File: src/rtl/plotter_params.svh
`ifndef PLOTTER_PARAMS_SVH
`define PLOTTER_PARAMS_SVH

// Width of one signed coordinate, one byte
`define COORD_BITS 8

// Line commands that can wait in the queue
`define CMD_FIFO_DEPTH 4

// Step pulse high time in clock cycles
`define STEP_PULSE_CYCLES 3

// Low cycles after each pulse before the next step may start
`define STEP_GAP_CYCLES 2

`endif

File: src/rtl/pos_pkg.sv
`include "plotter_params.svh"

package pos_pkg;

	// Signed tool coordinate
	typedef logic signed [`COORD_BITS-1:0] coord_t;

	// Unit move along one axis
	typedef enum logic [1:0] {
		POS_DIR_UP    = 2'd0, // +y
		POS_DIR_DOWN  = 2'd1, // -y
		POS_DIR_LEFT  = 2'd2, // -x
		POS_DIR_RIGHT = 2'd3  // +x
	} pos_dir_t;

endpackage : pos_pkg

File: src/rtl/op_pkg.sv
package op_pkg;

	import pos_pkg::*;

	// Queued line command, target point only
	typedef struct packed {
		coord_t x;
		coord_t y;
	} line_cmd_t;

	// Line handler states
	typedef enum logic [1:0] {
		IDLE = 2'd0, // Waiting for a queued command
		LOAD = 2'd1, // Command latched, check for zero length
		STEP = 2'd2, // Issue one step
		WAIT = 2'd3  // Pulse and gap in progress
	} op_state_t;

endpackage : op_pkg

File: src/rtl/direction_finder.sv
`timescale 1ns/10ps
`include "plotter_params.svh"

module direction_finder
	import pos_pkg::*;
(
	input  coord_t   start_x,
	input  coord_t   start_y,
	input  coord_t   cur_x,
	input  coord_t   cur_y,
	input  coord_t   end_x,
	input  coord_t   end_y,
	output pos_dir_t dir
);

	// Wide enough for the product of two coordinate differences
	localparam int EXT_BITS = 2 * `COORD_BITS + 1;

	logic signed [EXT_BITS-1:0] ext_start_x;
	logic signed [EXT_BITS-1:0] ext_start_y;
	logic signed [EXT_BITS-1:0] ext_cur_x;
	logic signed [EXT_BITS-1:0] ext_cur_y;
	logic signed [EXT_BITS-1:0] ext_end_x;
	logic signed [EXT_BITS-1:0] ext_end_y;
	logic signed [EXT_BITS-1:0] dx;
	logic signed [EXT_BITS-1:0] dy;
	logic signed [EXT_BITS-1:0] lhs;
	logic signed [EXT_BITS-1:0] rhs;
	logic        [EXT_BITS-1:0] abs_lhs;
	logic        [EXT_BITS-1:0] abs_rhs;
	logic                       dx_neg;
	logic                       dy_neg;

	// Sign extension, coordinates are signed
	assign ext_start_x = EXT_BITS'(start_x);
	assign ext_start_y = EXT_BITS'(start_y);
	assign ext_cur_x   = EXT_BITS'(cur_x);
	assign ext_cur_y   = EXT_BITS'(cur_y);
	assign ext_end_x   = EXT_BITS'(end_x);
	assign ext_end_y   = EXT_BITS'(end_y);

	assign dx = ext_end_x - ext_start_x;
	assign dy = ext_end_y - ext_start_y;

	assign dx_neg = dx[EXT_BITS-1];
	assign dy_neg = dy[EXT_BITS-1];

	// Both sides of dx*(y-y0) = dy*(x-x0) at the current point
	assign lhs = dx * (ext_cur_y - ext_start_y);
	assign rhs = dy * (ext_cur_x - ext_start_x);

	assign abs_lhs = lhs[EXT_BITS-1] ? -lhs : lhs;
	assign abs_rhs = rhs[EXT_BITS-1] ? -rhs : rhs;

	always_comb begin
		if (dx == '0) begin
			// Vertical line
			dir = dy_neg ? POS_DIR_DOWN : POS_DIR_UP;
		end else if (dy == '0) begin
			// Horizontal line
			dir = dx_neg ? POS_DIR_LEFT : POS_DIR_RIGHT;
		end else begin
			// Octant picks the two candidate moves, the error picks one
			case ({dx_neg, dy_neg})
				2'b00:   dir = (abs_lhs > abs_rhs) ? POS_DIR_RIGHT : POS_DIR_UP;
				2'b01:   dir = (abs_lhs < abs_rhs) ? POS_DIR_DOWN : POS_DIR_RIGHT;
				2'b11:   dir = (abs_lhs > abs_rhs) ? POS_DIR_LEFT : POS_DIR_DOWN;
				default: dir = (abs_lhs < abs_rhs) ? POS_DIR_UP : POS_DIR_LEFT; // dx<0, dy>0
			endcase
		end
	end

endmodule : direction_finder

File: src/rtl/line_cmd_fifo.sv
`timescale 1ns/10ps
`include "plotter_params.svh"

module line_cmd_fifo
	import op_pkg::*;
(
	input  logic      clk,
	input  logic      arst_n,
	input  logic      wr,
	input  line_cmd_t wr_data,
	input  logic      rd,
	output line_cmd_t rd_data,
	output logic      full,
	output logic      empty,
	output logic      dropped
);

	localparam int DEPTH    = `CMD_FIFO_DEPTH;
	localparam int PTR_BITS = (DEPTH > 1) ? $clog2(DEPTH) : 1;
	localparam int CNT_BITS = $clog2(DEPTH + 1);

	line_cmd_t           mem [DEPTH];
	logic [PTR_BITS-1:0] wr_ptr;
	logic [PTR_BITS-1:0] rd_ptr;
	logic [CNT_BITS-1:0] count;
	logic [CNT_BITS-1:0] count_next;
	logic                do_wr;
	logic                do_rd;

	// Pointer advance with wrap for any depth
	function automatic logic [PTR_BITS-1:0] ptr_inc(input logic [PTR_BITS-1:0] ptr);
		if (ptr == PTR_BITS'(DEPTH - 1)) begin
			return '0;
		end
		return ptr + PTR_BITS'(1);
	endfunction

	assign do_wr   = wr && !full; // Writes while full are lost
	assign do_rd   = rd && !empty;
	assign rd_data = mem[rd_ptr]; // Head visible without a read

	always_comb begin
		count_next = count;
		case ({do_wr, do_rd})
			2'b10:   count_next = count + CNT_BITS'(1);
			2'b01:   count_next = count - CNT_BITS'(1);
			default: count_next = count;
		endcase
	end

	always_ff @(posedge clk) begin
		if (do_wr) begin
			mem[wr_ptr] <= wr_data;
		end
	end

	always_ff @(posedge clk or negedge arst_n) begin
		if (!arst_n) begin
			wr_ptr  <= '0;
			rd_ptr  <= '0;
			count   <= '0;
			full    <= 1'b0;
			empty   <= 1'b1;
			dropped <= 1'b0;
		end else begin
			if (do_wr) begin
				wr_ptr <= ptr_inc(wr_ptr);
			end
			if (do_rd) begin
				rd_ptr <= ptr_inc(rd_ptr);
			end
			count   <= count_next;
			full    <= (count_next == CNT_BITS'(DEPTH)); // Flags follow the new count
			empty   <= (count_next == '0);
			dropped <= wr && full;
		end
	end

	// Handler must only pop a non-empty queue
	a_no_rd_empty: assert property (@(posedge clk) disable iff (!arst_n)
		rd |-> !empty);

	a_count_range: assert property (@(posedge clk) disable iff (!arst_n)
		count <= CNT_BITS'(DEPTH));

endmodule : line_cmd_fifo

File: src/rtl/linear_op_handler.sv
`timescale 1ns/10ps
`include "plotter_params.svh"

module linear_op_handler
	import pos_pkg::*;
	import op_pkg::*;
(
	input  logic      clk,
	input  logic      arst_n,
	input  logic      empty,
	input  line_cmd_t head,
	output logic      pop,
	input  pos_dir_t  dir,
	output coord_t    start_x,
	output coord_t    start_y,
	output coord_t    end_x,
	output coord_t    end_y,
	output coord_t    cur_x,
	output coord_t    cur_y,
	output logic      step_req,
	input  logic      step_done,
	output logic      busy,
	output logic      op_done
);

	// One extra bit so the distance to the target cannot overflow
	localparam int DIST_BITS = `COORD_BITS + 1;

	op_state_t state;

	logic                        at_end;
	logic signed [DIST_BITS-1:0] diff_x;
	logic signed [DIST_BITS-1:0] diff_y;
	logic        [DIST_BITS-1:0] dist_x;
	logic        [DIST_BITS-1:0] dist_y;

	assign at_end   = (cur_x == end_x) && (cur_y == end_y);
	assign pop      = (state == IDLE) && !empty;
	assign step_req = (state == STEP);

	// Start and target latched as the head leaves the queue
	always_ff @(posedge clk) begin
		if (pop) begin
			start_x <= cur_x;
			start_y <= cur_y;
			end_x   <= head.x;
			end_y   <= head.y;
		end
	end

	always_ff @(posedge clk or negedge arst_n) begin
		if (!arst_n) begin
			state   <= IDLE;
			cur_x   <= '0;
			cur_y   <= '0;
			busy    <= 1'b0;
			op_done <= 1'b0;
		end else begin
			op_done <= 1'b0;
			case (state)
				IDLE: begin
					if (pop) begin
						state <= LOAD;
						busy  <= 1'b1;
					end
				end
				LOAD: begin
					if (at_end) begin // Zero length, nothing to step
						state   <= IDLE;
						busy    <= 1'b0;
						op_done <= 1'b1;
					end else begin
						state <= STEP;
					end
				end
				STEP: begin
					// Position moves together with the request
					case (dir)
						POS_DIR_UP:    cur_y <= cur_y + coord_t'(1);
						POS_DIR_DOWN:  cur_y <= cur_y - coord_t'(1);
						POS_DIR_LEFT:  cur_x <= cur_x - coord_t'(1);
						POS_DIR_RIGHT: cur_x <= cur_x + coord_t'(1);
						default:       cur_x <= cur_x;
					endcase
					state <= WAIT;
				end
				WAIT: begin
					if (step_done) begin
						if (at_end) begin
							state   <= IDLE;
							busy    <= 1'b0;
							op_done <= 1'b1;
						end else begin
							state <= STEP;
						end
					end
				end
				default: state <= IDLE;
			endcase
		end
	end

	assign diff_x = DIST_BITS'(end_x) - DIST_BITS'(cur_x);
	assign diff_y = DIST_BITS'(end_y) - DIST_BITS'(cur_y);
	assign dist_x = diff_x[DIST_BITS-1] ? -diff_x : diff_x;
	assign dist_y = diff_y[DIST_BITS-1] ? -diff_y : diff_y;

	// A chosen direction must never carry the tool past the target on an axis
	a_no_overshoot: assert property (@(posedge clk) disable iff (!arst_n)
		state == STEP |=> (dist_x <= $past(dist_x)) && (dist_y <= $past(dist_y)));

endmodule : linear_op_handler

File: src/rtl/plotter_motion_top.sv
`timescale 1ns/10ps

module plotter_motion_top
	import pos_pkg::*;
	import op_pkg::*;
(
	input  logic     clk,
	input  logic     arst_n,
	input  logic     cmd_strobe,
	input  coord_t   cmd_end_x,
	input  coord_t   cmd_end_y,
	output logic     cmd_full,
	output logic     cmd_dropped,
	output logic     busy,
	output logic     op_done,
	output coord_t   cur_x,
	output coord_t   cur_y,
	output logic     step_pulse,
	output pos_dir_t step_dir
);

	line_cmd_t wr_cmd;
	line_cmd_t head;
	logic      empty;
	logic      pop;
	logic      step_req;
	logic      step_done;
	pos_dir_t  dir;
	coord_t    start_x;
	coord_t    start_y;
	coord_t    end_x;
	coord_t    end_y;

	assign wr_cmd = '{x: cmd_end_x, y: cmd_end_y};

	line_cmd_fifo u_fifo (
		.clk     (clk),
		.arst_n  (arst_n),
		.wr      (cmd_strobe),
		.wr_data (wr_cmd),
		.rd      (pop),
		.rd_data (head),
		.full    (cmd_full),
		.empty   (empty),
		.dropped (cmd_dropped)
	);

	linear_op_handler u_handler (
		.clk       (clk),
		.arst_n    (arst_n),
		.empty     (empty),
		.head      (head),
		.pop       (pop),
		.dir       (dir),
		.start_x   (start_x),
		.start_y   (start_y),
		.end_x     (end_x),
		.end_y     (end_y),
		.cur_x     (cur_x),
		.cur_y     (cur_y),
		.step_req  (step_req),
		.step_done (step_done),
		.busy      (busy),
		.op_done   (op_done)
	);

	direction_finder u_dir_finder (
		.start_x (start_x),
		.start_y (start_y),
		.cur_x   (cur_x),
		.cur_y   (cur_y),
		.end_x   (end_x),
		.end_y   (end_y),
		.dir     (dir)
	);

	step_pulse_gen u_pulse_gen (
		.clk        (clk),
		.arst_n     (arst_n),
		.step_req   (step_req),
		.dir        (dir),
		.step_pulse (step_pulse),
		.step_dir   (step_dir),
		.step_done  (step_done)
	);

endmodule : plotter_motion_top

File: src/rtl/step_pulse_gen.sv
`timescale 1ns/10ps
`include "plotter_params.svh"

module step_pulse_gen
	import pos_pkg::*;
(
	input  logic     clk,
	input  logic     arst_n,
	input  logic     step_req,
	input  pos_dir_t dir,
	output logic     step_pulse,
	output pos_dir_t step_dir,
	output logic     step_done
);

	localparam int PULSE    = `STEP_PULSE_CYCLES;
	localparam int GAP      = `STEP_GAP_CYCLES;
	localparam int CNT_BITS = $clog2(PULSE + GAP + 1);

	logic [CNT_BITS-1:0] cnt; // Cycles left in pulse plus gap
	logic                active;

	assign active     = (cnt != '0);
	assign step_pulse = (cnt > CNT_BITS'(GAP)); // Upper counts are the pulse phase
	assign step_done  = (cnt == CNT_BITS'(1));  // Last gap cycle

	always_ff @(posedge clk or negedge arst_n) begin
		if (!arst_n) begin
			cnt      <= '0;
			step_dir <= POS_DIR_UP;
		end else if (step_req) begin
			cnt      <= CNT_BITS'(PULSE + GAP);
			step_dir <= dir; // Direction set up with the rising pulse
		end else if (active) begin
			cnt <= cnt - CNT_BITS'(1);
		end
	end

	// Handler must wait for step_done before the next request
	a_no_req_active: assert property (@(posedge clk) disable iff (!arst_n)
		step_req |-> !active);

	a_dir_stable: assert property (@(posedge clk) disable iff (!arst_n)
		step_pulse && $past(step_pulse) |-> $stable(step_dir));

endmodule : step_pulse_gen

File: config.mk
export PLATFORM = sky130hd
export DESIGN_NAME = plotter_motion_top
export DESIGN_NICKNAME = d
export VERILOG_FILES = /design/src/rtl/pos_pkg.sv /design/src/rtl/op_pkg.sv /design/src/rtl/direction_finder.sv /design/src/rtl/line_cmd_fifo.sv /design/src/rtl/linear_op_handler.sv /design/src/rtl/plotter_motion_top.sv /design/src/rtl/step_pulse_gen.sv
export VERILOG_INCLUDE_DIRS = /design/src /design/src/rtl
export SDC_FILE = /design/constraint.sdc
export NUM_CORES = 1
export LEC_CHECK = 0
export BUFFER_PORTS_ARGS = -buffer_cell sky130_fd_sc_hd__buf_2
export CAP_MARGIN = 10
export CORE_ASPECT_RATIO = 2
export CORE_UTILIZATION = 59
export DETAILED_ROUTE_END_ITERATION = 16
export HOLD_SLACK_MARGIN = 0.06
export PLACE_DENSITY = 0.82
export SLEW_MARGIN = 25
export SYNTH_ARGS = -nofsm -noshare
export SYNTH_HDL_FRONTEND = slang
export SYNTH_SLANG_ARGS = --single-unit
export TNS_END_PERCENT = 100
File: constraint.sdc
create_clock -name clk -period 12.8 [get_ports clk]
set_clock_uncertainty 0.05 [all_clocks]
set_input_delay 0 -clock clk [delete_from_list [all_inputs] [get_ports clk]]
set_output_delay 0 -clock clk [all_outputs]
set_load 0.05 [all_outputs]
After elaboration in Yosys (flattened, before gate mapping)

Memory sizes are Yosys's and may differ from the RTL's. A register that Yosys moved wholly into a read port is not among the register bits.
Cells that the tools add are included.

$add $sub $neg: 15
Multiply operators: 2
Divide/modulo/power cells: 0
Magnitude comparators: 3
Equality and inequality tests: 18
Shift-type cells: 0
Muxes and demuxes: 37
Bitwise gates (word level): 0
Reductions and logical operators: 22

Operators by type and width:

| kind                                                               | count |
|---|---|
| 8-bit by 8-bit subtractor with 9-bit output                        | 4 |
| 17-bit zero test                                                   | 2 |
| 17-bit by 17-bit multiplier with 17-bit output                     | 2 |
| 17-bit two-way mux                                                 | 2 |
| 17-bit negator                                                     | 2 |
| 8-bit case mux with 2 select lines                                 | 2 |
| 2-bit two-way mux                                                  | 13 |
| 17-bit > comparator                                                | 1 |
| 17-bit < comparator                                                | 1 |
| 8-bit by 2-bit adder with 8-bit output, second input constant      | 2 |
| 2-bit == test, second input constant                               | 8 |
| 8-bit == test                                                      | 2 |
| 8-bit by 2-bit subtractor with 8-bit output, second input constant | 2 |
| 1-bit two-way mux                                                  | 13 |
| 2-bit by 1-bit == test with 1-bit output, second input constant    | 4 |
| 2-bit case mux with 4 select lines                                 | 1 |
| 2-bit zero test                                                    | 3 |
| 3-bit two-way mux                                                  | 2 |
| 2-bit case mux with 3 select lines                                 | 1 |
| 3-bit case mux with 2 select lines                                 | 1 |
| 2-bit AND reduction                                                | 3 |
| 2-bit nonzero test                                                 | 3 |
| 3-bit nonzero test                                                 | 2 |
| 3-bit by 1-bit subtractor with 3-bit output, second input constant | 2 |
| other kinds (12)                                                   | 19 |

Flip-flop bits (word level): 51
Bits in latches: 0
RAM bits: 64
Bits in read-only memories: 0
Bits of input ports: 19
Output and inout bits: 23
Logic and storage cells: 113
Memories: 1

Memory list:

| memory     | depth | width | rd ports | clocked after Yosys merged registers in | wr ports | line                | source |
|---|---|---|---|---|---|---|---|
| u_fifo.mem | 4     | 16    | 1        | 1                                       | 1        | line_cmd_fifo.sv:22 | `line_cmd_t mem [DEPTH];` |

Longest topological paths before layout

Word-level depth: 12
Gate-level depth with buffers: 48

By module

From an unflattened synthesis, not the netlist that was laid out.

Cell total of the unflattened synthesis: 1338
Area, all modules: 13973.4 um2

Modules (own cells, without submodules):

| module            | times used | cells an instance | area each (um2) | sequential area each (um2) |
|---|---|---|---|---|
| direction_finder  | 1          | 1003              | 8441.8          | 0.0 |
| line_cmd_fifo     | 1          | 133               | 2896.5          | 2173.3 |
| linear_op_handler | 1          | 178               | 2352.3          | 1461.4 |
| step_pulse_gen    | 1          | 24                | 282.8           | 125.1 |

Least setup slack after synthesis

Ideal clock, no wire load.

Path type: reg-to-reg
Start point: reg u_handler.cur_y[0]
End point: reg u_handler.cur_y[7]
Arrival: 10.700 ns
Slack: 1.968 ns
Cell stages (with the launch flop): 47
Clock period less this slack: 10.832 ns
Cell sequence: dfrtp_1 inv_1 ha_1 fa_1 nor2b_1 o21ai_0 a21oi_1 nor3_1 mux2i_1 nand2b_1 fa_1 fa_1 inv_1 fa_1 fa_1 inv_1 fa_1 inv_1 [11 not listed] ha_1 a211oi_1 nor2_1 or3_1 o211a_1 o21ai_0 o221ai_2 or2_2 inv_1 ha_1 a21o_1 a21oi_1 o21bai_1 a21oi_1 o21ai_0 xor2_1 nor2_1 xor2_1

Longest elaborated chain between the ends: 12
Elaborated cells between the ends (all ways): 20
Those cells by class: 4 x add/sub; 1 x mul; 2 x order compare; 1 x eq/ne; 9 x mux; 3 x reduce/logical

RTL lines:

| item                                                                        | line                    | source |
|---|---|---|
| start: declaration                                                          | linear_op_handler.sv:19 | `output coord_t cur_y,` |
| start signal: assignment                                                    | linear_op_handler.sv:79 | `POS_DIR_UP: cur_y <= cur_y + coord_t'(1);` |
| start signal: assignment                                                    | linear_op_handler.sv:80 | `POS_DIR_DOWN: cur_y <= cur_y - coord_t'(1);` |
| 8-bit by 8-bit subtractor with 9-bit output                                 | direction_finder.sv:49  | `assign lhs = dx * (ext_cur_y - ext_start_y);` |
| 17-bit by 17-bit multiplier with 17-bit output                              | direction_finder.sv:49  |  |
| 17-bit negator                                                              | direction_finder.sv:52  | `assign abs_lhs = lhs[EXT_BITS-1] ? -lhs : lhs;` |
| 17-bit two-way mux                                                          | direction_finder.sv:52  |  |
| 17-bit > comparator or 17-bit < comparator (tied branches)                  | -                       |  |
| 2-bit two-way mux (on tied branches)                                        | -                       |  |
| 2-bit case mux with 3 select lines                                          | direction_finder.sv:64  | `case ({dx_neg, dy_neg})` |
| 2-bit two-way mux                                                           | direction_finder.sv:59  | `end else if (dy == '0) begin` |
| 2-bit two-way mux                                                           | direction_finder.sv:56  | `if (dx == '0) begin` |
| 2-bit by 1-bit == test with 1-bit output or 2-bit zero test (tied branches) | linear_op_handler.sv:78 | `case (dir)` |
| 2-bit nonzero test (no line)                                                | -                       |  |
| 2-bit AND reduction (no line)                                               | -                       |  |

Parallel ways exist; a longest one is shown, timed or not.
A chain may end at the register's enable or synchronous reset.

Worst setup path after layout

Start point: reg u_handler.cur_y[0]
End point: reg u_handler.cur_x[7]

Longest elaborated chain between the ends: 12
Elaborated cells between the ends (all ways): 18
Those cells by class: 2 x add/sub; 1 x mul; 2 x order compare; 2 x eq/ne; 9 x mux; 2 x reduce/logical

RTL lines:

| item                                                       | line                    | source |
|---|---|---|
| 8-bit by 8-bit subtractor with 9-bit output *              | direction_finder.sv:49  |  |
| 17-bit by 17-bit multiplier with 17-bit output *           | direction_finder.sv:49  |  |
| 17-bit negator                                             | direction_finder.sv:52  |  |
| 17-bit two-way mux *                                       | direction_finder.sv:52  |  |
| 17-bit > comparator or 17-bit < comparator (tied branches) | -                       |  |
| 2-bit two-way mux (on tied branches)                       | -                       |  |
| 2-bit case mux with 3 select lines *                       | direction_finder.sv:64  |  |
| 2-bit two-way mux *                                        | direction_finder.sv:59  |  |
| 2-bit two-way mux *                                        | direction_finder.sv:56  |  |
| 2-bit == test                                              | linear_op_handler.sv:78 |  |
| 2-bit nonzero test (no line)                               | -                       |  |
| 2-bit AND reduction (no line)                              | -                       |  |
| end signal: assignment                                     | linear_op_handler.sv:81 | `POS_DIR_LEFT: cur_x <= cur_x - coord_t'(1);` |
| end signal: assignment                                     | linear_op_handler.sv:82 | `POS_DIR_RIGHT: cur_x <= cur_x + coord_t'(1);` |
| end signal: assignment                                     | linear_op_handler.sv:83 | `default: cur_x <= cur_x;` |
| end: declaration                                           | linear_op_handler.sv:18 | `output coord_t cur_x,` |

Mark *: on every way between the ends. The rest lies on a longest branch, timed or not.

==> metrics.txt <==
main combinational cell family by area after synthesis=adder cells; pin count of the biggest net entering global routing=36; latest clock arrival within the worst-skew pair=approximately 0.43 ns; outcome=complete, no violations; die area=around 24000 um2; CP Max Fanout=16; Synth Area in Adders=approximately a third; first-pass iteration count of the detailed router=5; xor-xnor portion of the synthesized cell area=8.27%; yosys warns=0; EDFF count, synth=96; CP Capture Type=register; CTS buffer count=17; Placer Congestion=0.975; ant diodes=0; remaining global-route overflow=0; RSZ-0062 raised after global routing=false; Startpoint Class=register; Fillers=around 1600; Finished Cell Area=14900 um2; Period minus WS final=approximately 12 ns; I/O pin count=42; Worst R2R Setup Slack=between 0.9 and 1 ns; Post-Route WL=roughly 34 mm; most common cell after layout, fill and taps aside=inv_1; post-synthesis mux area share=3.43%; footprint of the multi-input gates=about 9100 um2; max incr delay on CP=about 0.66 ns; share of cells above drive strength 1=under 10%; Max Freq=approximately 85 MHz; CTS H-tree depth=4; r2r worst-path depth=between 40 and 50; commonest non-fill, non-tap cells in the layout=203 x inv_1, 143 x ha_1, 141 x fa_1; WL/cell=between 20 and 25 um; Clock Path Buffers=2; Hold Fails Final Rpt=0; Die Ht=about 220 um; Yosys top cell area share=a little over a fifth; sequential area share after synthesis=about 28%; TritonCTS clock tree=yes; worst hold slack=0.219 ns; placed cell areas=roughly 14000 um2; min-delay worst type=in2async; count of antenna-violating nets left after detailed routing=0; vias in the first global route=~11000; final core occ=65.6%; slowest stage cell, crit path=mux2i_1; die width=approximately 110 um; Total GRT Usage=between 30% and 40%; Via-to-Cell Ratio=5.98; max cap viols=0; Top FF cell, synth=edfxtp_1; fin crit share=slightly above 90%; first-pass GRT wire length=54.2 mm; Final #Nets=1681; Root Buffer=clkbuf_16; simple-gate share of the synthesized area=between 10% and 20%; crit-path most repeated cell=fa_1; worst slew pin tran=about 0.96 ns; FP Rows=78; effective utilization at floorplan=between 60% and 70%; largest cells by area after synthesis=edfxtp_1 21%, fa_1 21%, ha_1 13%, dfrtp_1 6.2%, inv_1 5.6%; R2R Path End=u_handler.cur_x[7]; Clock Pin Slew Worst Setup and Hold Paths=0.06 ns; Cells after Synth=around 1300; setup_tns=0 ns; CP startpoint=u_handler.cur_y[0]; TritonCTS Sinks=~130; #FFs+latches synth=between 100 and 150; post-synth top area cell=edfxtp_1; core area=between 20000 and 25000 um2; post-synthesis compound-gate area fraction=under 10%; worst r2r src=u_handler.cur_y[0]; DRC Markers=0; Detail Placement HPWL=approximately 26 mm; CP Class=reg2reg; initial antenna violation count=0; Slew Limit Fails=0; Layout area overhead=9.28%; Reg area=roughly 3800 um2; via count=roughly 10000; Net Count, Synth=~1600; Synth Cell Area=about 14000 um2; syn avg cell area=approximately 10 um2; 1st-iter DRT viols=635; required time worst endpoint=~13 ns; PortBufs=between 40 and 50; Cell variety after synth=71; async set-reset flop share out of synthesis=between 20% and 30%; Max-slew headroom=between 30 and 40%; Final setup violation count=0; CP Data Arrival Time=roughly 12 ns
-- registers in the layout, indices dropped and copies added (netlist names) --
| name | flops |
|---|---|
| u_fifo.rd_ptr | 2 |
| u_fifo.dropped | 1 |
| u_pulse_gen.step_dir | 2 |
| u_handler.start_x | 8 |
| u_handler.busy | 1 |
| u_fifo.wr_ptr | 2 |
| u_fifo.mem | 64 |
| u_fifo.empty | 1 |
| u_fifo.count | 3 |
| u_handler.end_x | 8 |
| u_pulse_gen.cnt | 3 |
| u_handler.state | 2 |
| u_fifo.full | 1 |
| u_handler.cur_x | 8 |
| u_handler.start_y | 8 |
| u_handler.cur_y | 8 |
| u_handler.end_y | 8 |
| u_handler.op_done | 1 |
-- critical path, delay by kind of cell, from the launching register on --
kind,cells,cell delay [ns]
buf+inv,5,0.52
xor+xnor,5,1.08
flops,1,0.48
compound gates,14,2.89
mux,1,0.66
simple gates,10,1.84
fa+ha+maj,10,4.19
-- routing by layer --
layer / global-route usage (%) / vias to the layer above / share of wire [%]
met5: 0 / - / 0
met4: 23.0 / 0 / 8.6
met3: 4.25 / 172 / 5.1
met2: 57.9 / 423 / 55
met1: 29.6 / 4907 / 31
li1: - / 4493 / -
-- per-stage QoR --
stage                     std cells  worst slack [ns]
after global placement         1621              1.52
after global routing           1671             0.298
after CTS                      1671              1.06
after detailed placement       1621              1.19
final                          1671             0.969
after floorplan                1311              1.97
-- final cells by class --
cell class                 count  area share, %
inverter                     203           5.11
timing repair buffer          63           2.78
multi-input combinational    962           60.7
clock buffer                  18           2.88
clock inverter                14          0.923
tap                          280           2.35
sequential                   131           25.2
-- worst max path at each step --
stage / to / cells past startpoint
floorplan: u_handler.cur_y[7] / 46
global placement: u_handler.cur_x[7] / 45
detailed placement: u_handler.cur_x[7] / 45
CTS: u_handler.cur_x[7] / 45
global route: u_handler.cur_x[7] / 45
finish: u_handler.cur_x[7] / 45
-- cells in the mapped netlist, types with 5 or more instances --
cell type and instances:
xor2_1 51, or3_1 10, o31ai_1 7, a21o_1 18
o31a_1 5, mux4_2 16, ha_1 143, nand2b_1 37
and2_1 14, nor2b_1 22, inv_1 203, edfxtp_1 96
a21oi_1 46, mux2_2 6, nor3_1 14, clkbuf_1 8
o21ai_0 45, nand2_1 81, fa_1 141, o21bai_1 7
o21a_1 9, nor2_1 120, or2_2 17, nand3_1 11
dfrtp_1 34, nand4_1 7, xnor2_1 70
-- what timing repair did --
action,4_1_cts,5_1_grt
endpoints found under the setup margin,0,0
hold endpoints to repair,101,0
resized for setup,0,0
hold buffers,18,0
buffers inserted,0,0
-- kinds of logic after synthesis --
| kind of cell | count (synthesis) |
|---|---|
| mux | 26 |
| xor+xnor | 124 |
| compound gates | 170 |
| flops | 131 |
| simple gates | 358 |
| buf+inv | 218 |
| fa+ha+maj | 284 |
Power is not shown: default switching activity piles up to over one toggle a cycle in this logic, so the estimate is an artifact.
